[config.mk]
export PLATFORM = sky130hd
export DESIGN_NAME = ctrl
export DESIGN_NICKNAME = d
export VERILOG_FILES = /design/src/hdl/cpu_pkg.sv /design/src/hdl/ctrl.sv
export SDC_FILE = /design/constraint.sdc
export NUM_CORES = 1
export LEC_CHECK = 0
export ABC_AREA = 1
export BUFFER_PORTS_ARGS = -buffer_cell sky130_fd_sc_hd__clkbuf_2
export CORE_AREA = 2 2 39 41
export DETAILED_ROUTE_END_ITERATION = 10
export DIE_AREA = 0 0 41 43
export SLEW_MARGIN = 0
export SYNTH_ARGS = -nofsm -noshare
export SYNTH_HDL_FRONTEND = slang
export SYNTH_SLANG_ARGS = --single-unit
[constraint.sdc]
create_clock -name vclk -period 1.4
set_input_delay 0.14 -clock vclk [all_inputs]
set_output_delay 0.14 -clock vclk [all_outputs]
set_load 0.1 [all_outputs]
[src/hdl/cpu_pkg.sv]
package cpu_pkg;

	typedef logic [31:0] uint32_t;
	typedef logic [4:0]  reg_addr_t;

	localparam uint32_t RESET_PC = 32'h0000_0000;

	// primary opcodes
	localparam logic [5:0] OP_SPECIAL = 6'b000000;
	localparam logic [5:0] OP_J       = 6'b000010;
	localparam logic [5:0] OP_BEQ     = 6'b000100;
	localparam logic [5:0] OP_BNE     = 6'b000101;
	localparam logic [5:0] OP_ADDIU   = 6'b001001;
	localparam logic [5:0] OP_SLTI    = 6'b001010;
	localparam logic [5:0] OP_ANDI    = 6'b001100;
	localparam logic [5:0] OP_ORI     = 6'b001101;
	localparam logic [5:0] OP_XORI    = 6'b001110;
	localparam logic [5:0] OP_LUI     = 6'b001111;
	localparam logic [5:0] OP_LB      = 6'b100000;
	localparam logic [5:0] OP_LW      = 6'b100011;
	localparam logic [5:0] OP_LBU     = 6'b100100;
	localparam logic [5:0] OP_SB      = 6'b101000;
	localparam logic [5:0] OP_SW      = 6'b101011;

	// SPECIAL function field
	localparam logic [5:0] FN_SLL   = 6'b000000;
	localparam logic [5:0] FN_SRL   = 6'b000010;
	localparam logic [5:0] FN_SRA   = 6'b000011;
	localparam logic [5:0] FN_MFHI  = 6'b010000;
	localparam logic [5:0] FN_MFLO  = 6'b010010;
	localparam logic [5:0] FN_MULTU = 6'b011001;
	localparam logic [5:0] FN_ADDU  = 6'b100001;
	localparam logic [5:0] FN_SUBU  = 6'b100011;
	localparam logic [5:0] FN_AND   = 6'b100100;
	localparam logic [5:0] FN_OR    = 6'b100101;
	localparam logic [5:0] FN_XOR   = 6'b100110;
	localparam logic [5:0] FN_SLT   = 6'b101010;
	localparam logic [5:0] FN_SLTU  = 6'b101011;

	typedef enum logic [3:0] {
		ALU_NONE, ALU_ADD, ALU_SUB, ALU_AND, ALU_OR, ALU_XOR, ALU_SLT, ALU_SLTU,
		ALU_SLL, ALU_SRL, ALU_SRA, ALU_LUI, ALU_MFHI, ALU_MFLO, ALU_MULTU
	} alu_op_t;

	typedef enum logic [2:0] {
		MEM_NONE, MEM_LW, MEM_LB, MEM_LBU, MEM_SW, MEM_SB
	} mem_op_t;

	typedef enum logic [1:0] {
		BR_NONE, BR_BEQ, BR_BNE, BR_J
	} branch_t;

	typedef struct packed {
		uint32_t   pc;
		alu_op_t   alu_op;
		mem_op_t   mem_op;
		branch_t   branch;
		uint32_t   op_a;
		uint32_t   op_b;
		uint32_t   store_data;
		uint32_t   imm_target;
		reg_addr_t rd;
		logic      valid;
	} decode_t;

	typedef struct packed {
		uint32_t   result;
		uint32_t   store_data;
		mem_op_t   mem_op;
		reg_addr_t rd;
		logic      valid;
	} exmem_t;

endpackage

[src/hdl/ctrl.sv]
module ctrl
	import cpu_pkg::*;
(
	input  mem_op_t   ex_mem_op,
	input  reg_addr_t ex_rd,
	input  reg_addr_t src_rs,
	input  reg_addr_t src_rt,
	input  logic      branch_taken,
	input  logic      dbus_stall,
	output logic      stall_if,
	output logic      stall_id,
	output logic      stall_all,
	output logic      flush_if
);

logic ex_is_load;
logic load_use;

assign ex_is_load = ex_mem_op == MEM_LW || ex_mem_op == MEM_LB || ex_mem_op == MEM_LBU;

// load result only exists after the memory stage
assign load_use = ex_is_load && ex_rd != '0 && (ex_rd == src_rs || ex_rd == src_rt);

assign stall_all = dbus_stall;
assign stall_id  = load_use;
assign stall_if  = load_use | dbus_stall;

// a held branch redirects once the pipeline moves again
assign flush_if = branch_taken & ~dbus_stall;

endmodule

[Word-level counts from Yosys, hierarchy flattened]
Index checks and enable logic that the tools add are counted.
Cells by class
  shift-type cells: 0
  reductions and logical operators: 6
  magnitude comparators: 0
  bitwise gates (word level): 3
  equality and inequality tests: 5
  multiply operators: 0
  $add $sub $neg: 0
  multiplexer cells: 0
  divide/modulo/power cells: 0
Operators by type and width (number)
  equality test 5 bit: 2
  equality test 3 x 2 -> 1 bit, second input constant: 2
  nonzero test 5 bit: 1
  equality test 3 x 1 -> 1 bit, second input constant: 1
  logical OR 1 bit: 3
  logical AND 1 bit: 2
  bitwise AND 1 bit: 1
  inverter 1 bit: 1
  bitwise OR 1 bit: 1
Storage, ports and cells
  input port bits: 20
  output and inout bits: 4
  bits in writable memories: 0
  register bits after elaboration: 0
  latch bits: 0
  memories: 0
  bits in read-only memories: 0
  word-level logic and storage cells: 14

[Logic depth before layout (Yosys ltp)]
  word-level depth: 6
  gate-level depth with buffers: 8

[Worst setup path before layout]
Ideal clock, no wire load.
  path kind: input to output
  start: input branch_taken
  end: output flush_if
  slack: -158 ps
  buffers on the path: 0
  required time: 1260 ps
  cell stages on the path: 2
  arrival: 1418 ps
  path through: inv_1 nor2_1
On the way
  longest elaborated chain between the ends: 1
Ends and longest elaborated chain
  start: declaration: RTL line ctrl.sv:8  | input logic branch_taken,
  bitwise AND 1 bit: RTL line ctrl.sv:29  | assign flush_if = branch_taken & ~dbus_stall;
  end: declaration: RTL line ctrl.sv:13  | output logic flush_if
No other way between the ends.

[Worst setup path after layout]
  start: input ex_rd[1]
  end: output stall_if
On the way
  longest elaborated chain between the ends: 4
Ends and longest elaborated chain
  start: declaration: RTL line ctrl.sv:5  | input reg_addr_t ex_rd,
  equality test 5 bit / nonzero test 5 bit (equally long branches): RTL line ctrl.sv:22  | assign load_use = ex_is_load && ex_rd != '0 && (ex_rd == src_rs || ex_rd == src_rt);
  logical OR 1 bit / logical AND 1 bit (equally long branches): RTL line ctrl.sv:22
  logical AND 1 bit (*): RTL line ctrl.sv:22
  bitwise OR 1 bit (*): RTL line ctrl.sv:26  | assign stall_if = load_use | dbus_stall;
  end: declaration: RTL line ctrl.sv:10  | output logic stall_if,
Mark *: on every way between the ends. The rest lies on a longest branch, timed or not.

==> impl_metrics.env <==
export IMPL_critPathCaptureType="primary output"
export IMPL_die_area_mm2=0.00176
export IMPL_synth_simple_area_share_pct=59.3
export IMPL_period_needed_ps=1130
export IMPL_dpl_hpwl_um=567
export IMPL_period_share_pct=80.9
export IMPL_hold_viol_final=0
export IMPL_synth_mux_area_share_pct=0
export IMPL_fin_tns_setup_ps=0
export IMPL_power_switching_mw=0.0861
export IMPL_hp_start="dbus_stall"
export IMPL_crit_type="in -> out"
export IMPL_synth_cell_types=9
export IMPL_synthXorXnorAreaFrac_pct=7.41
export IMPL_grt_pass1_vias=271
export IMPL_grt_util_all_layers_pct=6.99
export IMPL_synth_warnings=0
export IMPL_netlist_top_cells_area="nand2_1, inv_1, nor2_1"
export IMPL_synth_fa_ha_area_share_pct=0
export IMPL_antenna_cells=0
export IMPL_routabilityCongestion=0.613
export IMPL_drt_first_pass_iters=1
export IMPL_p_comb_share_pct=100.0
export IMPL_slew_headroom_pct=64.1
export IMPL_grt_setup_unrepaired="false"
export IMPL_antenna_found_initial=0
export IMPL_synth_cells=57
export IMPL_worstHoldEndpoint="stall_if"
export IMPL_design_core_area_mm2=0.00138
export IMPL_seq_area_um2=0
export IMPL_start_util_pct=17.1
export IMPL_num_clock_buffers=0
export IMPL_synthToLayoutAreaGrowth_pct=69.8
export IMPL_whs_path_depth=4
export IMPL_power_mw=0.139
export IMPL_min_path_type="in -> out"
export IMPL_status="complete, no violations"
export IMPL_yosysSeqAreaShare_pct=0
export IMPL_setup_violations_final=0
export IMPL_final_common_cell="nand2_1"
export IMPL_portBuffers=24
export IMPL_num_rows=14
export IMPL_cts_setup_buffers=0
export IMPL_synth_top_family_by_area="simple AND/OR/NAND/NOR gates"
export IMPL_synth_area_leader_cell="nand2_1"
export IMPL_p_per_area_mw_per_mm2=345
export IMPL_cp_start_kind="primary input"
export IMPL_worst_slew_pin_transition_ps=542
export IMPL_hold_buffers=0
export IMPL_drive_gt1_share_pct=32.5
export IMPL_netlist_area_um2=236
export IMPL_max_freq_ghz=0.883
export IMPL_seq_cells=0
export IMPL_worstPathMaxFanout=4
export IMPL_ant_nets=0
export IMPL_power_frac_clock_pct=0
export IMPL_synth_compound_area_share_pct=3.17
export IMPL_gr_total_overflow=0
export IMPL_syn_num_nets=77
export IMPL_netlist_area_leader_share_pct=36.5
export IMPL_drt_wl_total_um=594
export IMPL_wl_per_cell_um=6.19
export IMPL_vdd_drop_max_mv=0.110
export IMPL_maxSlewViolCount=0
export IMPL_internal_power_mw=0.0526
export IMPL_synth_area_per_cell_um2=4.15
export IMPL_power_leakage_nw=0.304
export IMPL_worstPathRequired_ps=1260
export IMPL_drt_iter0_markers=0
export IMPL_cts_resized=0
export IMPL_drc=0
export IMPL_final_cell_mix="nand2_1, clkbuf_2, inv_1, nor2_1"
export IMPL_swShare_pct=62.1
export IMPL_fill_cells=160
export IMPL_drv_cap=0
export IMPL_arrival_ps=990
export IMPL_grt_max_degree=6
export IMPL_die_width_um=41
export IMPL_grt_pass1_wl_um=924
export IMPL_num_vias=353
export IMPL_layout_nets=102
export IMPL_viasPerCell=3.68
export IMPL_io_pins=24
export IMPL_dieHeight_um=43
export IMPL_seqPwrFrac_pct=0
[metrics by stage]
stage / hold WS, ps / setup slack, ps / util (%) / cells / instance area, um^2
floorplan: 456 / 73.7 / - / 57 / 239
global placement: 683 / 259 / 29.0 / 96 / 402
detailed placement: 686 / 238 / 29.0 / 96 / 402
CTS: 688 / 238 / 29.0 / 96 / 402
global route: 719 / 128 / 29.0 / 96 / 402
finish: 684 / 268 / 29.0 / 96 / 402
[Yosys cell counts]
cell type and count:
nand2_1 23, inv_1 16, nor2_1 10, nand3_1 2, xnor2_1 2, buf_4 1
inv_2 1, nand4_1 1, o211ai_1 1
[power groups by stage]
stage	registers [mW]	clock network (mW)	logic, mW
after detailed placement	0	0	0.140
after global routing	0	0	0.153
final	0	0	0.139
after CTS	0	0	0.141
after global placement	0	0	0.138
after floorplan	0	0	0.0862
[worst max-delay path by stage]
stage | start | endpoint
3_3_place_gp | ex_rd[1] | stall_if
2_1_floorplan | ex_rd[4] | stall_if
4_1_cts | ex_rd[1] | stall_if
3_5_place_dp | ex_rd[1] | stall_if
5_1_grt | ex_rd[0] | stall_if
6_report | ex_rd[1] | stall_if
[routing by layer]
metal	global-route usage (%)	part of all wire (%)
met3	0	8.9
met4	0	0
met2	13.1	45
met5	0	0
met1	8.86	45
[layout make-up]
cell class         count  area, um^2  share of cell area, %
well taps             16        20.0                   4.98
multi-input cells     39         168                   41.7
inverters             17        63.8                   15.9
repair buffers        24         150                   37.4
[worst max-delay path: stages]
cell and delay [ps]:
clkbuf_2 120, inv_2 40, nand2_1 50, nand2_1 50, nor2_1 110, nand3_1 70
nand2_1 60, nand2_1 60, nand2_1 100, buf_12 180
[logic make-up (layout without fill, tap and decap cells)]
family          Yosys count  in the layout
simple gates             36             36
xor+xnor                  2              2
compound gates            1              1
buf+inv                  18             41
Power figures use the tool's default switching activity.
