## config.mk

```make
export PLATFORM = sky130hd
export DESIGN_NAME = instr_exec
export DESIGN_NICKNAME = d
export VERILOG_FILES = /design/src/hdl/cpu_pkg.sv /design/src/hdl/instr_exec.sv
export SDC_FILE = /design/constraint.sdc
export NUM_CORES = 2
export LEC_CHECK = 0
export ABC_CLOCK_PERIOD_IN_PS = 10850
export BUFFER_PORTS_ARGS = -buffer_cell sky130_fd_sc_hd__buf_2
export CORE_ASPECT_RATIO = 0.8
export CORE_MARGIN = 10
export CORE_UTILIZATION = 40
export DETAILED_ROUTE_END_ITERATION = 10
export SYNTH_ARGS = -nofsm -noshare
export SYNTH_HDL_FRONTEND = slang
export SYNTH_SLANG_ARGS = --single-unit
export TNS_END_PERCENT = 50
```

## constraint.sdc

```tcl
create_clock -name clk -period 10.85 [get_ports clk]
set_input_delay 0 -clock clk [delete_from_list [all_inputs] [get_ports clk]]
set_output_delay 0 -clock clk [all_outputs]
set_load 0.02 [all_outputs]
```

## src/hdl/cpu_pkg.sv

```systemverilog
package cpu_pkg;

	typedef logic [31:0] uint32_t;
	typedef logic [4:0]  reg_addr_t;

	localparam uint32_t RESET_PC = 32'h0000_0000;

	// primary opcodes
	localparam logic [5:0] OP_SPECIAL = 6'b000000;
	localparam logic [5:0] OP_J       = 6'b000010;
	localparam logic [5:0] OP_BEQ     = 6'b000100;
	localparam logic [5:0] OP_BNE     = 6'b000101;
	localparam logic [5:0] OP_ADDIU   = 6'b001001;
	localparam logic [5:0] OP_SLTI    = 6'b001010;
	localparam logic [5:0] OP_ANDI    = 6'b001100;
	localparam logic [5:0] OP_ORI     = 6'b001101;
	localparam logic [5:0] OP_XORI    = 6'b001110;
	localparam logic [5:0] OP_LUI     = 6'b001111;
	localparam logic [5:0] OP_LB      = 6'b100000;
	localparam logic [5:0] OP_LW      = 6'b100011;
	localparam logic [5:0] OP_LBU     = 6'b100100;
	localparam logic [5:0] OP_SB      = 6'b101000;
	localparam logic [5:0] OP_SW      = 6'b101011;

	// SPECIAL function field
	localparam logic [5:0] FN_SLL   = 6'b000000;
	localparam logic [5:0] FN_SRL   = 6'b000010;
	localparam logic [5:0] FN_SRA   = 6'b000011;
	localparam logic [5:0] FN_MFHI  = 6'b010000;
	localparam logic [5:0] FN_MFLO  = 6'b010010;
	localparam logic [5:0] FN_MULTU = 6'b011001;
	localparam logic [5:0] FN_ADDU  = 6'b100001;
	localparam logic [5:0] FN_SUBU  = 6'b100011;
	localparam logic [5:0] FN_AND   = 6'b100100;
	localparam logic [5:0] FN_OR    = 6'b100101;
	localparam logic [5:0] FN_XOR   = 6'b100110;
	localparam logic [5:0] FN_SLT   = 6'b101010;
	localparam logic [5:0] FN_SLTU  = 6'b101011;

	typedef enum logic [3:0] {
		ALU_NONE, ALU_ADD, ALU_SUB, ALU_AND, ALU_OR, ALU_XOR, ALU_SLT, ALU_SLTU,
		ALU_SLL, ALU_SRL, ALU_SRA, ALU_LUI, ALU_MFHI, ALU_MFLO, ALU_MULTU
	} alu_op_t;

	typedef enum logic [2:0] {
		MEM_NONE, MEM_LW, MEM_LB, MEM_LBU, MEM_SW, MEM_SB
	} mem_op_t;

	typedef enum logic [1:0] {
		BR_NONE, BR_BEQ, BR_BNE, BR_J
	} branch_t;

	typedef struct packed {
		uint32_t   pc;
		alu_op_t   alu_op;
		mem_op_t   mem_op;
		branch_t   branch;
		uint32_t   op_a;
		uint32_t   op_b;
		uint32_t   store_data;
		uint32_t   imm_target;
		reg_addr_t rd;
		logic      valid;
	} decode_t;

	typedef struct packed {
		uint32_t   result;
		uint32_t   store_data;
		mem_op_t   mem_op;
		reg_addr_t rd;
		logic      valid;
	} exmem_t;

endpackage

```

## src/hdl/instr_exec.sv

```systemverilog
module instr_exec
	import cpu_pkg::*;
(
	input  logic    clk,
	input  logic    rst,
	input  logic    stall,
	input  decode_t data,
	output exmem_t  result,
	output logic    branch_taken,
	output uint32_t branch_target
);

uint32_t     hi;
uint32_t     lo;
uint32_t     alu_out;
logic [63:0] product;
logic        operands_equal;

assign product        = 64'(data.op_a) * 64'(data.op_b);
assign operands_equal = data.op_a == data.op_b;

always_comb begin
	case (data.alu_op)
		ALU_ADD:  alu_out = data.op_a + data.op_b;
		ALU_SUB:  alu_out = data.op_a - data.op_b;
		ALU_AND:  alu_out = data.op_a & data.op_b;
		ALU_OR:   alu_out = data.op_a | data.op_b;
		ALU_XOR:  alu_out = data.op_a ^ data.op_b;
		ALU_SLT:  alu_out = {31'h0, $signed(data.op_a) < $signed(data.op_b)};
		ALU_SLTU: alu_out = {31'h0, data.op_a < data.op_b};
		// shifts take the amount from op_a, the value from op_b
		ALU_SLL:  alu_out = data.op_b << data.op_a[4:0];
		ALU_SRL:  alu_out = data.op_b >> data.op_a[4:0];
		ALU_SRA:  alu_out = $signed(data.op_b) >>> data.op_a[4:0];
		ALU_LUI:  alu_out = {data.op_b[15:0], 16'h0};
		ALU_MFHI: alu_out = hi;
		ALU_MFLO: alu_out = lo;
		default:  alu_out = '0;
	endcase
end

always_ff @(posedge clk) begin
	if (rst) begin
		hi <= '0;
		lo <= '0;
	end else if (~stall && data.valid && data.alu_op == ALU_MULTU) begin
		{hi, lo} <= product;
	end
end

always_comb begin
	result.result     = alu_out;
	result.store_data = data.store_data;
	result.mem_op     = data.mem_op;
	result.rd         = data.rd;
	result.valid      = data.valid;
end

always_comb begin
	case (data.branch)
		BR_BEQ:  branch_taken = data.valid & operands_equal;
		BR_BNE:  branch_taken = data.valid & ~operands_equal;
		BR_J:    branch_taken = data.valid;
		default: branch_taken = 1'b0;
	endcase
end

// target was already formed in decode
assign branch_target = data.imm_target;

endmodule

```

## Word level (Yosys, flattened, before mapping)

Cells that the tools add are included.

- Equality and inequality tests: 18
- Bitwise logic cells: 7
- Multipliers: 1
- Reductions and logical operators: 2
- Add/sub/neg operators: 2
- Mux-type cells: 2
- Shift operators: 3
- Magnitude comparators: 2

Operators by type and width:

| operator | count |
|---|---|
| $pmux 32 s13 | 1 |
| $lt 32x32->1 | 2 |
| $mul 32x32->64 | 1 |
| $add 32x32->32 | 1 |
| $and 32x32->32 | 1 |
| $eq 32x32->1 | 1 |
| $or 32x32->32 | 1 |
| $shl 32x5->32 | 1 |
| $shr 32x5->32 | 1 |
| $sshr 32x5->32 | 1 |
| $sub 32x32->32 | 1 |
| $xor 32x32->32 | 1 |
| $eq 4x4->1 const B | 7 |
| $eq 4x3->1 const B | 4 |
| $eq 4x2->1 const B | 2 |
| $eq 2x2->1 const B | 2 |
| $eq 4x1->1 const B | 1 |
| $pmux 1 s3 | 1 |
| $and 1x1->1 | 2 |
| $eq 2x1->1 const B | 1 |
| $logic_and 1x1->1 | 2 |
| $not 1->1 | 2 |

- Logic and storage cells: 39
- Output and inout port bits: 106
- Flip-flop bits (word level): 64
- Input bits: 178

## Longest topological paths before layout

- Depth in word-level cells: 4
- Gate-level depth with buffers: 31
- Depth with buffers taken out: 27

## Least setup slack after synthesis

OpenSTA, ideal clock, no wires.

- Path type: in2reg
- Start: input port data[103] (netlist name)
- End: register hi[25]
- Stages: 29
- Path buffers: 5
- Slack: 3233 ps
- Library setup time: 61 ps
- Data required time: 10789 ps
- Arrival time: 7556 ps
- Cell sequence: buf_2 > inv_2 > buf_1 > clkbuf_1 > buf_1 > buf_1 > nor2_1 > fa_1 > fa_1 > inv_1 > fa_1 > fa_1 > inv_1 > fa_1 > fa_1 > fa_1 > inv_1 > fa_1 > inv_1 > ha_1 > nand2_1 > nor3_1 > nand2b_1 > o22ai_1 > o21ai_0 > nor4_1 > o21bai_1 > a2111oi_0 > a311o_1

- Cells in the longest elaborated chain, start to end: 1

RTL lines:

| what | line | RTL |
|---|---|---|
| start, declared | instr_exec.sv:7 | `input decode_t data,` |
| $mul 32x32->64 | instr_exec.sv:19 | `assign product = 64'(data.op_a) * 64'(data.op_b);` |
| end signal, assigned | instr_exec.sv:47 | `{hi, lo} <= product;` |
| end, declared | instr_exec.sv:13 | `uint32_t hi;` |

No other way between the ends.
A chain may end at the register's enable or synchronous reset.

## Final worst setup path

- Start: input port data[79] (netlist name)
- End: register hi[25]

The elaborated chain is that of the path after synthesis.

==> qor.txt <==
CTS max path bufs = 2
Adder-cell share of the synthesized area = 51.16%
Synth Area in Compound Gates = 12.55%
Worst setup SP type = input pin
Initial Utilization = 40.45%
Hold Crit Start = data[33]
WS Path Type = input pin to register
TritonRoute pass-1 iters = 9
Syn nets = 6855
Busiest grt layer = met2
Actual slew at the worst max-slew pin = 1.280 ns
Clk_lat worst skew = 0.36 ns
Met1 Use GR = 42.26%
Mapped Avg Cell Area = 8.125 um^2
Met3 usage = 10.96%
Worst path top cell family by delay = adder cells
DR vias/cell = 5.951
Post-Synth Simple-Gate Area = 15.49%
Synth Cell Area = 44000 um^2
H-tree levels = 3
Clock-pin slew on the worst setup and hold paths = 0.06 ns
Most common cell in the netlist = inv_1
Part of the cycle the worst path needs = 83.26%
I/O Buffers = 107
Die Area = 123800 um^2
Register area share after synthesis = 2.912%
Num CTS Buffers = 9
Initial antenna violation count = 14
Number of synthesized flops with an enable pin = 0
Fin. max-slew vios = 0
CP endpoint kind = register
Postcts setup bufs = 0
Setup crit start = data[79]
Fraction of layout cells with a size suffix above 1 = 6.693%
Met2 usage = 44.49%
Final nets = 6693
Finish-stage setup viols = 0
Routed vias = 39842
Buf/Inv on CP = 8
Num Clock Sinks = 64
Worst-path fanout max = 22
Die H = 316.7 um
Post-route worst hold slack = 0.000008814 ns
Status = finished clean
Global-route wire length before repair = 281900 um
Fmax achieved = 110.7 MHz
CTS tree = yes
Tmin final = 9.034 ns
Starting DRC count in detailed routing = 4877
Distinct cells, synth = 106
Most frequent cells after synthesis = inv_1 (991), fa_1 (897), nor2_1 (750)
Reg2Reg Launch Point = hi[3]
Routability cong. = 1.028
Post-synthesis xor/xnor area fraction = 1.234%
Vias in the first global route = 40796
Area leader, netlist = fa_1
CP Data Required Time = 11.16 ns
Crit path top cell by count = fa_1
GR Overflow Total = 0
HPWL Detailed = 151800 um
Main combinational cell family by area after synthesis = adder cells
Critical-path top delay cell = nor4_1
Cell Rows = 108
Fraction of registers with async set/reset = 0%
Final Hold Vio Count = 0
Post-DR wirelength/cell = 28.78 um
Area growth syn-to-layout = 3.972%
Cells after DPL = 6673
Worst EP arrival = 9.34 ns
Hold Path Class = input pin to output pin
RSZ-0062 raised after global routing = no
Root buf cell = clkbuf_16
Ys flop type = dfxtp_1
Yosys warnings = 0
I/O Pins = 284
Max-cap viol count = 0
Largest net degree at the start of global routing = 65
Slew HR = 14.44%
Largest stage delay on the critical path = 0.81 ns
Seq cells post-synth = 64
Top cells by area, synth = fa_1 (41%), ha_1 (10%), inv_1 (8.5%)
Final Skew = 0 ns
Remaining DRCs = 0
Final setup TNS = 0 ns
Cells after Synth = 5416
Post_cts resized = 0
Hold Buf Count CTS = 0
Core footprint = 108800 um^2
Die Width = 390.8 um
Dpl cell area = 45400 um^2
Final ANT Viol Nets = 0
Final Non-Filler Cells = 6695
Top cell type's share of synthesized area = 40.81%
Final Instance Area = 45750 um^2
Mux cell area share after synthesis = 3.466%
GRT Util Overall = 30.95%
Routed WL = 192700 um
## final timing paths
check / to / slack, ns / cells after the start
worst max register to register: hi[3] / 9.89 / 2
worst min-delay path: branch_target[27] / 0.000009 / 0
worst min register to register: lo[27] / 0.45 / 2
worst max-delay path: hi[25] / 1.82 / 26
## area by class of cell
type | instances | area, um^2
Fill cell | 11172 | 63030
Multi-Input combinational cell | 3923 | 36970
Inverter | 1016 | 3814
Tap cell | 1430 | 1789
Timing Repair Buffer | 240 | 1539
Sequential cell | 64 | 1281
Clock buffer | 11 | 252.7
Clock inverter | 5 | 86.33
Antenna cell | 6 | 15.01
## metrics by stage
stage,setup slack (ns),utilization (%)
floorplan,3.233,-
global placement,1.885,41.73
detailed placement,1.785,41.73
CTS,2.111,42.05
global route,1.498,42.05
finish,1.816,42.06
## metal layers
layer	routed length [um]	part of all wire, %
met1	77950	40
met4	9173	4.8
met3	27450	14
met5	105	0.054
met2	78000	40
## registers in the layout (all words and copies together), names as in the netlist
signal and count:
hi 32, lo 32
## worst register-to-register path, cell delays in order, from the launching register on
cell and delay (ns):
dfxtp_1 0.41, a221oi_1 0.30, a31oi_1 0.11
## layout by cell type, fill, tap and decap left out, types with 30 or more instances in the layout
| master | instances |
|---|---|
| xnor2_1 | 43 |
| nand2_1 | 657 |
| a211oi_1 | 45 |
| fa_1 | 897 |
| buf_2 | 105 |
| o21ai_0 | 150 |
| ha_1 | 364 |
| a21oi_1 | 266 |
| a221oi_1 | 31 |
| mux4_2 | 30 |
| nor2_1 | 750 |
| a21o_1 | 36 |
| buf_4 | 135 |
| dfxtp_1 | 64 |
| nand3_1 | 39 |
| mux2i_1 | 61 |
| nor3_1 | 31 |
| inv_1 | 991 |
## kinds of logic (layout without fill, tap and decap cells)
family / Yosys count / count (layout)
buf+inv: 1429 / 1272
simple gates: 1648 / 1648
flops: 64 / 64
fa+ha+maj: 1261 / 1261
compound gates: 841 / 841
other cells: 0 / 6
xor+xnor: 62 / 62
mux: 111 / 111
Power is not shown: default switching activity piles up to over one toggle a cycle in this logic, so the estimate is an artifact.
