[src/hdl/cpu_pkg.sv]
package cpu_pkg;

	typedef logic [31:0] uint32_t;
	typedef logic [4:0]  reg_addr_t;

	localparam uint32_t RESET_PC = 32'h0000_0000;

	// primary opcodes
	localparam logic [5:0] OP_SPECIAL = 6'b000000;
	localparam logic [5:0] OP_J       = 6'b000010;
	localparam logic [5:0] OP_BEQ     = 6'b000100;
	localparam logic [5:0] OP_BNE     = 6'b000101;
	localparam logic [5:0] OP_ADDIU   = 6'b001001;
	localparam logic [5:0] OP_SLTI    = 6'b001010;
	localparam logic [5:0] OP_ANDI    = 6'b001100;
	localparam logic [5:0] OP_ORI     = 6'b001101;
	localparam logic [5:0] OP_XORI    = 6'b001110;
	localparam logic [5:0] OP_LUI     = 6'b001111;
	localparam logic [5:0] OP_LB      = 6'b100000;
	localparam logic [5:0] OP_LW      = 6'b100011;
	localparam logic [5:0] OP_LBU     = 6'b100100;
	localparam logic [5:0] OP_SB      = 6'b101000;
	localparam logic [5:0] OP_SW      = 6'b101011;

	// SPECIAL function field
	localparam logic [5:0] FN_SLL   = 6'b000000;
	localparam logic [5:0] FN_SRL   = 6'b000010;
	localparam logic [5:0] FN_SRA   = 6'b000011;
	localparam logic [5:0] FN_MFHI  = 6'b010000;
	localparam logic [5:0] FN_MFLO  = 6'b010010;
	localparam logic [5:0] FN_MULTU = 6'b011001;
	localparam logic [5:0] FN_ADDU  = 6'b100001;
	localparam logic [5:0] FN_SUBU  = 6'b100011;
	localparam logic [5:0] FN_AND   = 6'b100100;
	localparam logic [5:0] FN_OR    = 6'b100101;
	localparam logic [5:0] FN_XOR   = 6'b100110;
	localparam logic [5:0] FN_SLT   = 6'b101010;
	localparam logic [5:0] FN_SLTU  = 6'b101011;

	typedef enum logic [3:0] {
		ALU_NONE, ALU_ADD, ALU_SUB, ALU_AND, ALU_OR, ALU_XOR, ALU_SLT, ALU_SLTU,
		ALU_SLL, ALU_SRL, ALU_SRA, ALU_LUI, ALU_MFHI, ALU_MFLO, ALU_MULTU
	} alu_op_t;

	typedef enum logic [2:0] {
		MEM_NONE, MEM_LW, MEM_LB, MEM_LBU, MEM_SW, MEM_SB
	} mem_op_t;

	typedef enum logic [1:0] {
		BR_NONE, BR_BEQ, BR_BNE, BR_J
	} branch_t;

	typedef struct packed {
		uint32_t   pc;
		alu_op_t   alu_op;
		mem_op_t   mem_op;
		branch_t   branch;
		uint32_t   op_a;
		uint32_t   op_b;
		uint32_t   store_data;
		uint32_t   imm_target;
		reg_addr_t rd;
		logic      valid;
	} decode_t;

	typedef struct packed {
		uint32_t   result;
		uint32_t   store_data;
		mem_op_t   mem_op;
		reg_addr_t rd;
		logic      valid;
	} exmem_t;

endpackage

[src/hdl/regfile.sv]
module regfile
	import cpu_pkg::*;
(
	input  logic            clk,
	input  logic            rst,
	input  reg_addr_t [1:0] raddr,
	output uint32_t   [1:0] rdata,
	input  logic            we,
	input  reg_addr_t       waddr,
	input  uint32_t         wdata
);

uint32_t regs [32];

// r0 is never written, so reset keeps it at zero
always_ff @(posedge clk) begin
	if (rst) begin
		for (int i = 0; i < 32; i++) begin
			regs[i] <= '0;
		end
	end else if (we && waddr != '0) begin
		regs[waddr] <= wdata;
	end
end

// write-first bypass
always_comb begin
	for (int i = 0; i < 2; i++) begin
		if (raddr[i] == '0) begin
			rdata[i] = '0;
		end else if (we && waddr == raddr[i]) begin
			rdata[i] = wdata;
		end else begin
			rdata[i] = regs[raddr[i]];
		end
	end
end

endmodule

[config.mk]
export PLATFORM = sky130hd
export DESIGN_NAME = regfile
export DESIGN_NICKNAME = d
export VERILOG_FILES = /design/src/hdl/cpu_pkg.sv /design/src/hdl/regfile.sv
export SDC_FILE = /design/constraint.sdc
export NUM_CORES = 2
export LEC_CHECK = 0
export BUFFER_PORTS_ARGS = -buffer_cell sky130_fd_sc_hd__buf_2
export CAP_MARGIN = 20
export CORE_AREA = 2 2 400 402
export DETAILED_ROUTE_END_ITERATION = 12
export DIE_AREA = 0 0 402 404
export PLACE_DENSITY = 0.54
export RECOVER_POWER = 50
export REMOVE_ABC_BUFFERS = 1
export SYNTH_ARGS = -nofsm -noshare
export SYNTH_HDL_FRONTEND = slang
export SYNTH_SLANG_ARGS = --single-unit
[constraint.sdc]
create_clock -name clk -period 2.72 [get_ports clk]
set_clock_uncertainty 0.05 [all_clocks]
set_input_delay 0.272 -clock clk [delete_from_list [all_inputs] [get_ports clk]]
set_output_delay 0.272 -clock clk [all_outputs]
set_load 0.01 [all_outputs]
Word level (Yosys, flattened, before mapping)
Memories as Yosys holds them, arrays and structs flattened.
Cells that the tools add are included.
{ "totals": {"wordCells": 22, "out_inout_bits": 64, "ramBits": 1024, "memories": 1, "reg_bits": 0, "in_bits": 50} }
{ "classes": {"mux": 12, "n_reduce_logical": 7, "n_eq_ne": 2} }
{ "memory_table": {"columns": ["name", "words", "word_bits", "rd", "rd_clocked_by_memory_dff", "wr", "line_no", "text"], "rows": [
  ["regs", 32, 32, 2, 0, 32, "regfile.sv:13", "uint32_t regs [32];"]
]} }
{ "op_table": {"columns": ["op", "count"], "rows": [
  ["two-way mux 32 bit", 5],
  ["OR reduction 32 bit", 1],
  ["equality test 5 bit", 2],
  ["zero test 5 bit", 2],
  ["two-way mux 1 bit", 6],
  ["two-way mux 5 bit", 1],
  ["nonzero test 5 bit", 1],
  ["logical AND 1 bit", 3]
]} }

Logic depth before layout (Yosys ltp)
{ "logic_depth": {"word_depth": 7, "ltp_mapped": 9, "mapped_depth_nobuf": 5} }

Worst setup path after synthesis
Ideal clock, no wire load.
{ "synth_timing": {"kind": "input port to output port", "startpoint": "in raddr[1] in the netlist's numbering", "endpoint": "out rdata[30] in the netlist's numbering", "t_arrival_ns": 1.852, "t_required_ns": 2.398, "slack_ns": 0.546, "n_path_buf": 3, "path_stages": 7, "path_cell_list": "buf_2 buf_2 clkbuf_1 mux4_2 a211oi_1 o21ai_1 a32o_1"} }
{ "synth_rtl": {"columns": ["item", "line_no", "text"], "rows": [
  ["from (decl)", "regfile.sv:6", "input reg_addr_t [1:0] raddr,"],
  ["to (decl)", "regfile.sv:7", "output uint32_t [1:0] rdata,"]
]} }

==> results.py <==
metrics = {
    "clock_network": {
        "cts_tree": "built",
        "cts_buffers": 110,
        "cts.reportedPaths.clkPinSlew_ps": 60,
        "cts_buffer_depth": 3,
        "cts_sinks": 1024,
        "cts_root_buf": "clkbuf_16",
        "htree_num_levels": 3,
    },
    "placement": {
        "io_buffers": 113,
        "dp.final_hpwl_mm": 135.8,
        "dpl.cell_count": 6050,
        "dp_slack_ps": -178.9,
        "place.gp.congestion": 0.9247,
        "dpl_cell_area_um2": 61440,
    },
    "synthesis": {
        "synth_cell_types": 52,
        "syn_area_um2": 55060,
        "synth_xor_area_frac": 0.001591,
        "synth-compound-area-share": 0.06031,
        "syn_avg_cell_area_um2": 14.48,
        "synth_top_family_by_area": "multiplexers",
        "synthAdderAreaFrac": 0,
        "ys_warn_count": 0,
        "ys_ff_latch": 1024,
        "syn_inst": 3802,
        "muxShareOfSynthArea": 0.2146,
        "synth-simple-area-share": 0.1298,
        "ys_seq_area_frac": 0.5585,
    },
    "critical_path": {
        "crit_slowest_cell": "mux4_2",
        "cp-start-kind": "flop",
        "arrival_ps": 2620,
        "critPathKind": "flop to output port",
        "worstPathRequired_ps": 2400,
        "endpoint_kind": "output port",
        "cpLargestDelayFamily": "compound AO/OA/AOI/OAI gates",
        "crit_buf_inv": 2,
        "cp_slowest_stage_delay_ps": 510,
        "path_cells": "mux4_2 -> a22oi_2 -> buf_4 -> a21oi_2 -> a221o_1 -> buf_2",
        "crit_start": "regs[28][24]",
        "crit_fanout": 2,
    },
    "floorplan": {
        "initial_core_util": 0.3489,
        "die-area_um2": 162400,
        "rows": 146,
        "io_pins": 114,
        "die_height_um": 404,
        "die_x_um": 402,
        "core_um2": 157800,
    },
    "run_status": {
        "violations": "max-capacitance violations, max-slew violations, negative setup slack",
        "status": "finished, violations left",
    },
    "global_route": {
        "globalRouteTotalUtil": 0.2526,
        "first_global_vias": 36950,
        "grt_pass1_wl_mm": 289.6,
        "grt.overflow.total": 0,
        "grt_start_max_net_pins": 64,
        "antenna_found_initial": 16,
    },
    "drt": {
        "antenna_left": 0,
        "dr_total_vias": 36690,
        "route.detailed.vias_per_inst": 5.852,
        "drcViolationCount": 0,
        "wl_per_cell_um": 32.99,
        "dr.pass1.iters": 6,
        "routed_wl_mm": 206.9,
        "first_iter_violations": 4392,
    },
    "sta": {
        "hold_viol_final": 0,
        "max_slew.worst_pin.slew_ps": 2166,
        "min_period_ps": 2943,
        "finalSetupViolCount": 260,
        "worst_slack_ps": -223.3,
        "max_slew_margin": -0.4442,
        "fin_crit_sh": 1.082,
        "finalSetupTns_ps": -19970,
        "finalMaxSlewViolations": 85,
        "rsz0062_at_grt": "true",
        "fmaxAchievable_ghz": 0.3398,
    },
    "final_layout": {
        "regMostFlops": "regs",
        "final_cells": 6270,
        "nNetsFinal": 4147,
        "final_cell_area_um2": 66040,
        "fillers": 14380,
        "largest_reg_flops": 1024,
        "area_growth_pct": 19.95,
        "drive_above_1_share": 0.3212,
        "reg_top3": "regs (1024)",
    },
    "power": {
        "p_leak_nw": 23.32,
        "power.net_switching_mw": 10.48,
        "peakVddDrop_mv": 0.4766,
        "pwr-share-seq": 0.468,
        "combinationalPowerShare": 0.150,
        "power_density_nw_per_um2": 604.2,
        "clkPwrFrac": 0.382,
        "swShare": 0.2625,
        "p_int_mw": 29.43,
    },
    "worst_hold_path": {
        "min_path_type": "input pin to flop",
        "hp-start": "wdata[9]",
    },
    "run": {
        "drv_cap": 2,
    },
}
==> metrics by stage <==
| step | utilization | hold WS [ps] | power (mW) |
|---|---|---|---|
| floorplan | - | 334.5 | 21.17 |
| CTS | 0.4187 | 7.834 | 39.96 |
| detailed placement | 0.3893 | 743.3 | 24.53 |
| finish | 0.4185 | 50.76 | 39.91 |
| global route | 0.4184 | 35.83 | 40.96 |
| global placement | 0.3893 | 728.9 | 24.48 |
==> Yosys cell counts (all sizes together) <==
| master | count | area share |
|---|---|---|
| or2 | 34 | 0.0039 |
| o21ai | 63 | 0.0057 |
| o221a | 15 | 0.0031 |
| nand2 | 64 | 0.0044 |
| nor2 | 49 | 0.0033 |
| nor3 | 2 | 0.00018 |
| nand2b | 5 | 0.00057 |
| or3 | 2 | 0.00023 |
| mux2 | 6 | 0.0012 |
| a31oi | 11 | 0.0012 |
| nor4 | 1 | 0.00023 |
| o221ai | 38 | 0.0060 |
| and2 | 996 | 0.11 |
| edfxtp | 1024 | 0.56 |
| buf | 135 | 0.016 |
| nor3b | 1 | 0.00014 |
| o2111ai | 6 | 0.00095 |
| nor4b | 1 | 0.00016 |
| nor2b | 6 | 0.00082 |
| o22ai | 37 | 0.0042 |
| a221o | 11 | 0.0020 |
| xnor2 | 10 | 0.0016 |
| nand4 | 1 | 0.00011 |
| o21a | 1 | 0.00014 |
| a32o | 32 | 0.0058 |
| a21oi | 64 | 0.0058 |
| and3b | 1 | 0.00016 |
| a211oi | 32 | 0.0044 |
| o211ai | 2 | 0.00027 |
| or4 | 1 | 0.00020 |
| nand3 | 13 | 0.0012 |
| mux2i | 330 | 0.060 |
| clkbuf | 278 | 0.019 |
| a22oi | 107 | 0.015 |
| mux4 | 375 | 0.15 |
| or3b | 2 | 0.00032 |
| a32oi | 9 | 0.0014 |
| a211o | 1 | 0.00016 |
| a221oi | 27 | 0.0043 |
| conb | 1 | 0.000068 |
| o211a | 1 | 0.00018 |
| nand3b | 5 | 0.00068 |
| clkinv | 2 | 0.00014 |
==> placed cells by master, fill, tap and decap left out, types with 23 or more instances in the layout <==
cell          n
buf_12       92
conb_1       32
o22ai_1      35
buf_4       299
buf_2        66
clkbuf_16   113
a21oi_2      29
a211oi_2     31
a22oi_2      28
o21ai_2      28
and2_0      208
clkinv_1     32
clkbuf_1     48
nor2_4       29
nand2_1      49
a21oi_1      31
edfxtp_1   1024
and2_1      786
mux4_2      375
o21ai_1      23
o221ai_1     32
mux2i_1     326
a221oi_1     24
a22oi_1      79
buf_6        53
or2_2        29
a32o_2       26
==> power by group through the flow <==
stage / Sequential, mW / Clock (mW) / Combinational (mW)
final: 18.7 / 15.2 / 5.98
after global routing: 18.8 / 16.0 / 6.17
after CTS: 18.7 / 15.4 / 5.91
after detailed placement: 19.0 / 0 / 5.54
after global placement: 19.0 / 0 / 5.53
after floorplan: 18.8 / 0 / 2.36
==> cell families after synthesis <==
group                  count (synthesis)
other                                  1
AO/OA/AOI/OAI                        457
buffers and inverters                415
XOR/XNOR                              10
AND/OR/NAND/NOR                     1184
flip-flops                          1024
multiplexers                         711
==> per-layer routing <==
| layer | up-vias | part of all wire | GRT usage |
|---|---|---|---|
| met3 | 422 | 0.087 | 0.04900 |
| met2 | 1904 | 0.45 | 0.3953 |
| met5 | - | 0.00030 | 0 |
| met1 | 19140 | 0.41 | 0.3465 |
| li1 | 15220 | - | - |
| met4 | 10 | 0.048 | 0.09979 |
==> layout make-up <==
cell class	instances	area (um2)	area share
flip-flops and latches	1024	30750	0.4656
multi-input cells	2394	23750	0.3596
repair buffers	565	5389	0.08160
clock buffers	143	2940	0.04452
well taps	2072	2592	0.03925
clock inverters	65	606.8	0.009188
diodes	5	12.51	0.0001894
inverters	2	7.507	0.0001137
==> path summary, 6_finish.rpt <==
path	end	slack, ps	depth (start not counted)
setup / recovery	rdata[56]	-220	6
hold / removal	regs[30][9]	50	2
==> repair_timing <==
action                                 in CTS  in global routing
setup endpoints to repair                  64                 64
setup buffers                               3                 11
hold buffers                                3                  0
gates cloned                                0                  0
pin swaps                                 142                 36
resized for setup                         249                 42
endpoints found under the hold margin      10                  0
Note: power is estimated with default switching activity, not from simulation.
