## src/hdl/cpu_pkg.sv

```systemverilog
package cpu_pkg;

	typedef logic [31:0] uint32_t;
	typedef logic [4:0]  reg_addr_t;

	localparam uint32_t RESET_PC = 32'h0000_0000;

	// primary opcodes
	localparam logic [5:0] OP_SPECIAL = 6'b000000;
	localparam logic [5:0] OP_J       = 6'b000010;
	localparam logic [5:0] OP_BEQ     = 6'b000100;
	localparam logic [5:0] OP_BNE     = 6'b000101;
	localparam logic [5:0] OP_ADDIU   = 6'b001001;
	localparam logic [5:0] OP_SLTI    = 6'b001010;
	localparam logic [5:0] OP_ANDI    = 6'b001100;
	localparam logic [5:0] OP_ORI     = 6'b001101;
	localparam logic [5:0] OP_XORI    = 6'b001110;
	localparam logic [5:0] OP_LUI     = 6'b001111;
	localparam logic [5:0] OP_LB      = 6'b100000;
	localparam logic [5:0] OP_LW      = 6'b100011;
	localparam logic [5:0] OP_LBU     = 6'b100100;
	localparam logic [5:0] OP_SB      = 6'b101000;
	localparam logic [5:0] OP_SW      = 6'b101011;

	// SPECIAL function field
	localparam logic [5:0] FN_SLL   = 6'b000000;
	localparam logic [5:0] FN_SRL   = 6'b000010;
	localparam logic [5:0] FN_SRA   = 6'b000011;
	localparam logic [5:0] FN_MFHI  = 6'b010000;
	localparam logic [5:0] FN_MFLO  = 6'b010010;
	localparam logic [5:0] FN_MULTU = 6'b011001;
	localparam logic [5:0] FN_ADDU  = 6'b100001;
	localparam logic [5:0] FN_SUBU  = 6'b100011;
	localparam logic [5:0] FN_AND   = 6'b100100;
	localparam logic [5:0] FN_OR    = 6'b100101;
	localparam logic [5:0] FN_XOR   = 6'b100110;
	localparam logic [5:0] FN_SLT   = 6'b101010;
	localparam logic [5:0] FN_SLTU  = 6'b101011;

	typedef enum logic [3:0] {
		ALU_NONE, ALU_ADD, ALU_SUB, ALU_AND, ALU_OR, ALU_XOR, ALU_SLT, ALU_SLTU,
		ALU_SLL, ALU_SRL, ALU_SRA, ALU_LUI, ALU_MFHI, ALU_MFLO, ALU_MULTU
	} alu_op_t;

	typedef enum logic [2:0] {
		MEM_NONE, MEM_LW, MEM_LB, MEM_LBU, MEM_SW, MEM_SB
	} mem_op_t;

	typedef enum logic [1:0] {
		BR_NONE, BR_BEQ, BR_BNE, BR_J
	} branch_t;

	typedef struct packed {
		uint32_t   pc;
		alu_op_t   alu_op;
		mem_op_t   mem_op;
		branch_t   branch;
		uint32_t   op_a;
		uint32_t   op_b;
		uint32_t   store_data;
		uint32_t   imm_target;
		reg_addr_t rd;
		logic      valid;
	} decode_t;

	typedef struct packed {
		uint32_t   result;
		uint32_t   store_data;
		mem_op_t   mem_op;
		reg_addr_t rd;
		logic      valid;
	} exmem_t;

endpackage

```

## src/hdl/instr_fetch.sv

```systemverilog
module instr_fetch
	import cpu_pkg::*;
(
	input  logic    clk,
	input  logic    rst,
	input  logic    stall,
	input  logic    flush,
	input  uint32_t branch_target,
	output logic    ibus_read,
	output uint32_t ibus_addr,
	input  uint32_t ibus_rddata,
	input  logic    ibus_stall,
	output uint32_t fetch_pc,
	output uint32_t fetch_instr,
	output logic    fetch_valid
);

uint32_t pc;
uint32_t redirect_pc;
logic    redirect_pend;
logic    drop_pend;
logic    fetch_done;

// the same word is simply fetched again while the stage is held
assign ibus_read  = 1'b1;
assign ibus_addr  = pc;
assign fetch_done = ibus_read & ~ibus_stall;

always_ff @(posedge clk) begin
	if (rst) begin
		pc            <= RESET_PC;
		fetch_valid   <= 1'b0;
		redirect_pend <= 1'b0;
		drop_pend     <= 1'b0;
	end else if (~stall) begin
		if (flush && fetch_valid) begin
			// delay slot already in decode, drop the word on the bus
			fetch_valid <= 1'b0;
			if (fetch_done) begin
				pc <= branch_target;
			end else begin
				// address stays put until that access ends
				drop_pend     <= 1'b1;
				redirect_pend <= 1'b1;
			end
		end else if (fetch_done) begin
			fetch_valid   <= ~drop_pend;
			drop_pend     <= 1'b0;
			redirect_pend <= 1'b0;
			if (flush) begin
				pc <= branch_target;
			end else if (redirect_pend) begin
				pc <= redirect_pc;
			end else begin
				pc <= pc + 32'd4;
			end
		end else begin
			fetch_valid <= 1'b0;
			// delay slot still on its way
			if (flush) begin
				redirect_pend <= 1'b1;
			end
		end
	end
end

always_ff @(posedge clk) begin
	if (~stall && fetch_done) begin
		fetch_pc    <= pc;
		fetch_instr <= ibus_rddata;
	end
	if (~stall && flush) begin
		redirect_pc <= branch_target;
	end
end

endmodule

```

## config.mk

```make
export PLATFORM = sky130hd
export DESIGN_NAME = instr_fetch
export DESIGN_NICKNAME = d
export VERILOG_FILES = /design/src/hdl/cpu_pkg.sv /design/src/hdl/instr_fetch.sv
export SDC_FILE = /design/constraint.sdc
export NUM_CORES = 1
export LEC_CHECK = 0
export BUFFER_PORTS_ARGS = -buffer_cell sky130_fd_sc_hd__buf_2
export CAP_MARGIN = 40
export CORE_UTILIZATION = 51
export CTS_CLUSTER_DIAMETER = 40
export CTS_CLUSTER_SIZE = 40
export DETAILED_ROUTE_END_ITERATION = 6
export PLACE_DENSITY = 0.87
export SKIP_CTS_REPAIR_TIMING = 1
export SLEW_MARGIN = 25
export SYNTH_ARGS = -nofsm -noshare
export SYNTH_HDL_FRONTEND = slang
export SYNTH_SLANG_ARGS = --single-unit
```

## constraint.sdc

```tcl
create_clock -name clk -period 3.9 [get_ports clk]
set_clock_uncertainty 0.2 [all_clocks]
set_input_delay 0.195 -clock clk [delete_from_list [all_inputs] [get_ports clk]]
set_output_delay 0.195 -clock clk [all_outputs]
set_load 0.03 [all_outputs]
```

---- Yosys cells after proc, flatten, opt, wreduce, memory -nomap -nowiden ----
Index checks and enable logic that the tools add are counted.
word-level totals
  register bits ........................... 131
  bits of input ports ..................... 69
  output and inout bits ................... 98
cells by class
  $add $sub $neg .......................... 1
  equal/unequal tests ..................... 3
  multiplexer cells ....................... 13
  bitwise logic cells ..................... 3
  reduce and logical (&&, ||, !) cells .... 6
operators with widths
  cell                   number
  $mux 32                5
  $add 32x3->32 const B  1
  $mux 1                 8
  $reduce_and 3->1       2
  $logic_and 1x1->1      3
  $ne 3x2->1 const B     1
  $not 1->1              3
  $ne 2x1->1 const B     1
  $ne 2x2->1 const B     1
  $reduce_and 2->1       1

---- Longest topological paths before layout ----
  word-level depth ........................ 5
  gate-level depth with buffers ........... 8

---- Worst setup path after synthesis ----
No wires, ideal clock.
  path type ............................... input port to flip-flop
  start point ............................. input stall
  end point ............................... register pc[26], in the netlist ibus_addr[26]
  data arrival time ....................... 3012 ps
  required time ........................... 3627 ps
  path slack .............................. 615 ps
  stages .................................. 5
  path buffers ............................ 1
  cells stage by stage .................... or2_2 > inv_1 > clkbuf_1 > o21ai_0 > a21oi_1
on the way
  longest elaborated chain between the ends .. 2
ends and longest elaborated chain
  what                        line               RTL
  start, declared             instr_fetch.sv:6   input logic stall,
  $not 1->1 (no line)         --
  $reduce_and 2->1 (no line)  --
  end signal, assigned        instr_fetch.sv:40  pc <= branch_target;
  end signal, assigned        instr_fetch.sv:51  pc <= branch_target;
  end signal, assigned        instr_fetch.sv:53  pc <= redirect_pc;
  end, declared               instr_fetch.sv:18  uint32_t pc;
No other way between the ends.
A chain may end at the register's enable or synchronous reset.

---- Worst setup path in the final report ----
  start point ............................. input stall
  end point ............................... register fetch_pc[27] (enable)
on the way
  longest elaborated chain between the ends .. 2
ends and longest elaborated chain
  what                  line               RTL
  $not 1->1 (no line)   --
  $logic_and 1x1->1     instr_fetch.sv:68  if (~stall && fetch_done) begin
  end signal, assigned  instr_fetch.sv:69  fetch_pc <= pc;
  end, declared         instr_fetch.sv:13  output uint32_t fetch_pc,
No other way between the ends.

==> flow_summary.json <==
{
  "synth_async_reset_ratio_pct": 0,
  "fmaxAchievable_ghz": 0.356,
  "core_um2": 9860,
  "detailed_route_wire_length_um": 15000,
  "via_count": 4632,
  "violations": "design-rule violations",
  "placedCellCount": 684,
  "route.antenna.remaining_nets": 0,
  "synthesis.nets": 478,
  "synth_area_per_cell_um2": 12.9,
  "global_route.overflow_total": 0,
  "grt_util_all_layers_pct": 25.7,
  "drt_iter0_drc": 489,
  "first_global_vias": 3948,
  "worst_skew_pair.late_latency_ns": 0.52,
  "endpoint_kind": "register",
  "top_ports": 167,
  "critPathKind": "in2reg",
  "stdcell_count": 782,
  "report.final.slew_viol_count": 0,
  "power_density_nw_per_um2": 496,
  "setup-violations-final": 0,
  "fp-row-count": 36,
  "cp_data_arrival_time_ns": 2.79,
  "synth-seq-cells": 131,
  "synth_edf_count": 96,
  "critical_path.max_fanout": 40,
  "worst_slew_margin_rel_pct": 40.4,
  "floorplan.die.height_um": 103,
  "timing.max_cap.violations": 0,
  "floorplan.die_area_um2": 10700,
  "hold-worst-slack_ns": 0.0213,
  "cts_buffers": 17,
  "routedWlPerCell_um": 19.2,
  "floorplan.initialDensity_pct": 53.1,
  "ff_latch_area_um2": 3580,
  "synth_top_area_share_pct": 55.1,
  "place_worst_setup_slack_ns": 1.13,
  "rsz_0062_raised_after_global_routing": "false",
  "post-route-worst-setup-slack_ns": 1.09,
  "cts-htree-levels": 4,
  "synth.area.top_cells": "sky130_fd_sc_hd__edfxtp_1 55%, sky130_fd_sc_hd__dfxtp_1 13%, sky130_fd_sc_hd__a21oi_1 2.5%",
  "ys_dominant_reg_cell": "sky130_fd_sc_hd__edfxtp_1",
  "drive_above_1_share_pct": 33.9,
  "synth_top_area_cell": "sky130_fd_sc_hd__edfxtp_1",
  "grt_first_pass_wirelength_um": 20300,
  "numPortBuffers": 165,
  "grt_antenna_before_repair": 0,
  "yosysSeqAreaShare_pct": 68.5,
  "worst-endpoint-required_ns": 3.88,
  "multi_input_comb_area_um2": 1510,
  "final_period_minus_worst_setup_slack_ns": 2.81,
  "run_status": "complete, but fails checks",
  "finalHoldViolations": 0,
  "peakVddDrop_uv": 362,
  "clkSinkCount": 131,
  "cts_tree": "done",
  "period_share_pct": 72.1,
  "crit_start_category": "input port",
  "clk_path_buf_depth": 2,
  "die_w_um": 103,
  "clk_pin_slew_ns": 0.06,
  "antennaDiodeCount": 0,
  "post_drt_via_cell_ratio": 5.92,
  "grt_max_degree": 41,
  "synth_area_um2": 5240,
  "ctsRootBufferMaster": "sky130_fd_sc_hd__clkbuf_8",
  "finalSetupTns_ns": 0,
  "total_number_of_yosys_warnings": 0,
  "p_leak_nw": 2.92,
  "finalNetCount": 708,
  "detail_route.drc_violations": 1,
  "number_of_instances_in_the_synthesized_netlist": 407,
  "worst_slew_pin_slew_ns": 0.887,
  "gp_congestion": 0.867,
  "setup.reg_to_reg.worst_slack_ns": 1.29,
  "detailed_place_hpwl_um": 9010,
  "layout_overhead_on_the_synthesized_area_pct": 42.2,
  "hold_class": "in2reg",
  "fillerInstances": 592,
  "dr.pass1.iters": 7,
  "post_synth_num_cell_types": 56
}
per-layer routing:
layer / global-route usage (%) / vias up / part of all wire (%)
met5: 0 / - / 0
li1: - / 2063 / -
met2: 41.2 / 337 / 50
met3: 7.93 / 33 / 10
met1: 32.6 / 2199 / 38
met4: 10.4 / 0 / 1.9
registers in the layout, summed over array words and instances, names as in the netlist:
| register | cells |
|---|---|
| fetch_pc | 32 |
| fetch_instr | 32 |
| drop_pend | 1 |
| fetch_valid | 1 |
| ibus_addr | 32 |
| redirect_pend | 1 |
| redirect_pc | 32 |
where the power goes:
group / internal (mW) / switching, mW / total, mW / leakage [nW]
logic: 0.151 / 0.260 / 0.411 / 1.44
registers: 1.58 / 0.0455 / 1.63 / 1.19
clock network: 1.04 / 0.608 / 1.65 / 0.292
through the flow:
stage / utilization (%) / area, um^2 / total power, mW
detailed placement: 62.5 / 6170 / 2.00
global placement: 62.5 / 6170 / 1.99
global route: 75.5 / 7450 / 3.80
floorplan: - / 5240 / 1.87
CTS: 68.7 / 6780 / 3.64
finish: 75.5 / 7450 / 3.69
synth_stat cells, drive strengths merged (2+ instances only):
library cell and number:
nand3 13, mux2i 5, or3 7, nand2 20, and3 5, o22ai 5
dfxtp 35, o31a 3, o31ai 2, o211ai 4, o21a 3, nand4 10
a31oi 2, o32ai 4, a22oi 16, or2 2, o21ai 24, o41ai 4
nor3 8, a221o 3, clkbuf 19, a22o 6, a311oi 2, buf 8
a31o 2, a21oi 26, a41o 2, nor2 33, inv 8, nor4 7
a211oi 5, a221oi 3, edfxtp 96, ha 2
worst max-delay path, stage by stage:
cell and delay, ns:
sky130_fd_sc_hd__dlygate4sd3_1 0.53, sky130_fd_sc_hd__buf_2 0.17, sky130_fd_sc_hd__or2_2 0.55, sky130_fd_sc_hd__clkinv_2 0.37, sky130_fd_sc_hd__buf_4 0.48, sky130_fd_sc_hd__buf_4 0.44
placed cells by master, fill, tap and decap left out, drive strengths merged, types with 6 or more instances in the layout:
master | Yosys | routed
nand4 | 10 | 10
nand2 | 20 | 20
a21oi | 26 | 26
nand3 | 13 | 13
inv | 8 | 12
buf | 8 | 171
a22oi | 16 | 16
or3 | 7 | 7
nor4 | 7 | 7
nor3 | 8 | 8
dlygate4sd3 | 0 | 66
a22o | 6 | 6
clkbuf | 19 | 18
nor2 | 33 | 33
o21ai | 24 | 24
dfxtp | 35 | 35
edfxtp | 96 | 96
cell type report:
type                            instances  share of cell area (%)
Inverter                                8                   0.420
Clock inverter                         14                    2.69
Multi-Input combinational cell        241                    20.3
Clock buffer                           17                    5.56
Tap cell                              133                    2.23
Timing Repair Buffer                  238                    20.6
Sequential cell                       131                    48.1
final timing paths:
kind	startpoint	endpoint	cells after the start
setup / recovery	stall	fetch_pc[27]$_DFFE_PP_	6
hold / removal	rst	redirect_pend$_SDFFE_PP0P_	2
setup reg to reg	ibus_addr[2]$_SDFFE_PP0P_	ibus_addr[24]$_SDFFE_PP0P_	6
hold reg to reg	ibus_addr[0]$_SDFFE_PP0P_	fetch_pc[0]$_DFFE_PP_	0
kinds of logic (layout without fill, tap and decap cells):
| group | Yosys count | after routing | share of synthesized area, % |
|---|---|---|---|
| simple gates | 110 | 110 | 11.2 |
| buf+inv | 35 | 277 | 2.68 |
| flops | 131 | 131 | 68.5 |
| other cells | 1 | 1 | 0.0716 |
| compound gates | 123 | 123 | 16.2 |
| mux | 5 | 5 | 0.956 |
| fa+ha+maj | 2 | 2 | 0.478 |
Note: power is estimated with default switching activity, not from simulation.
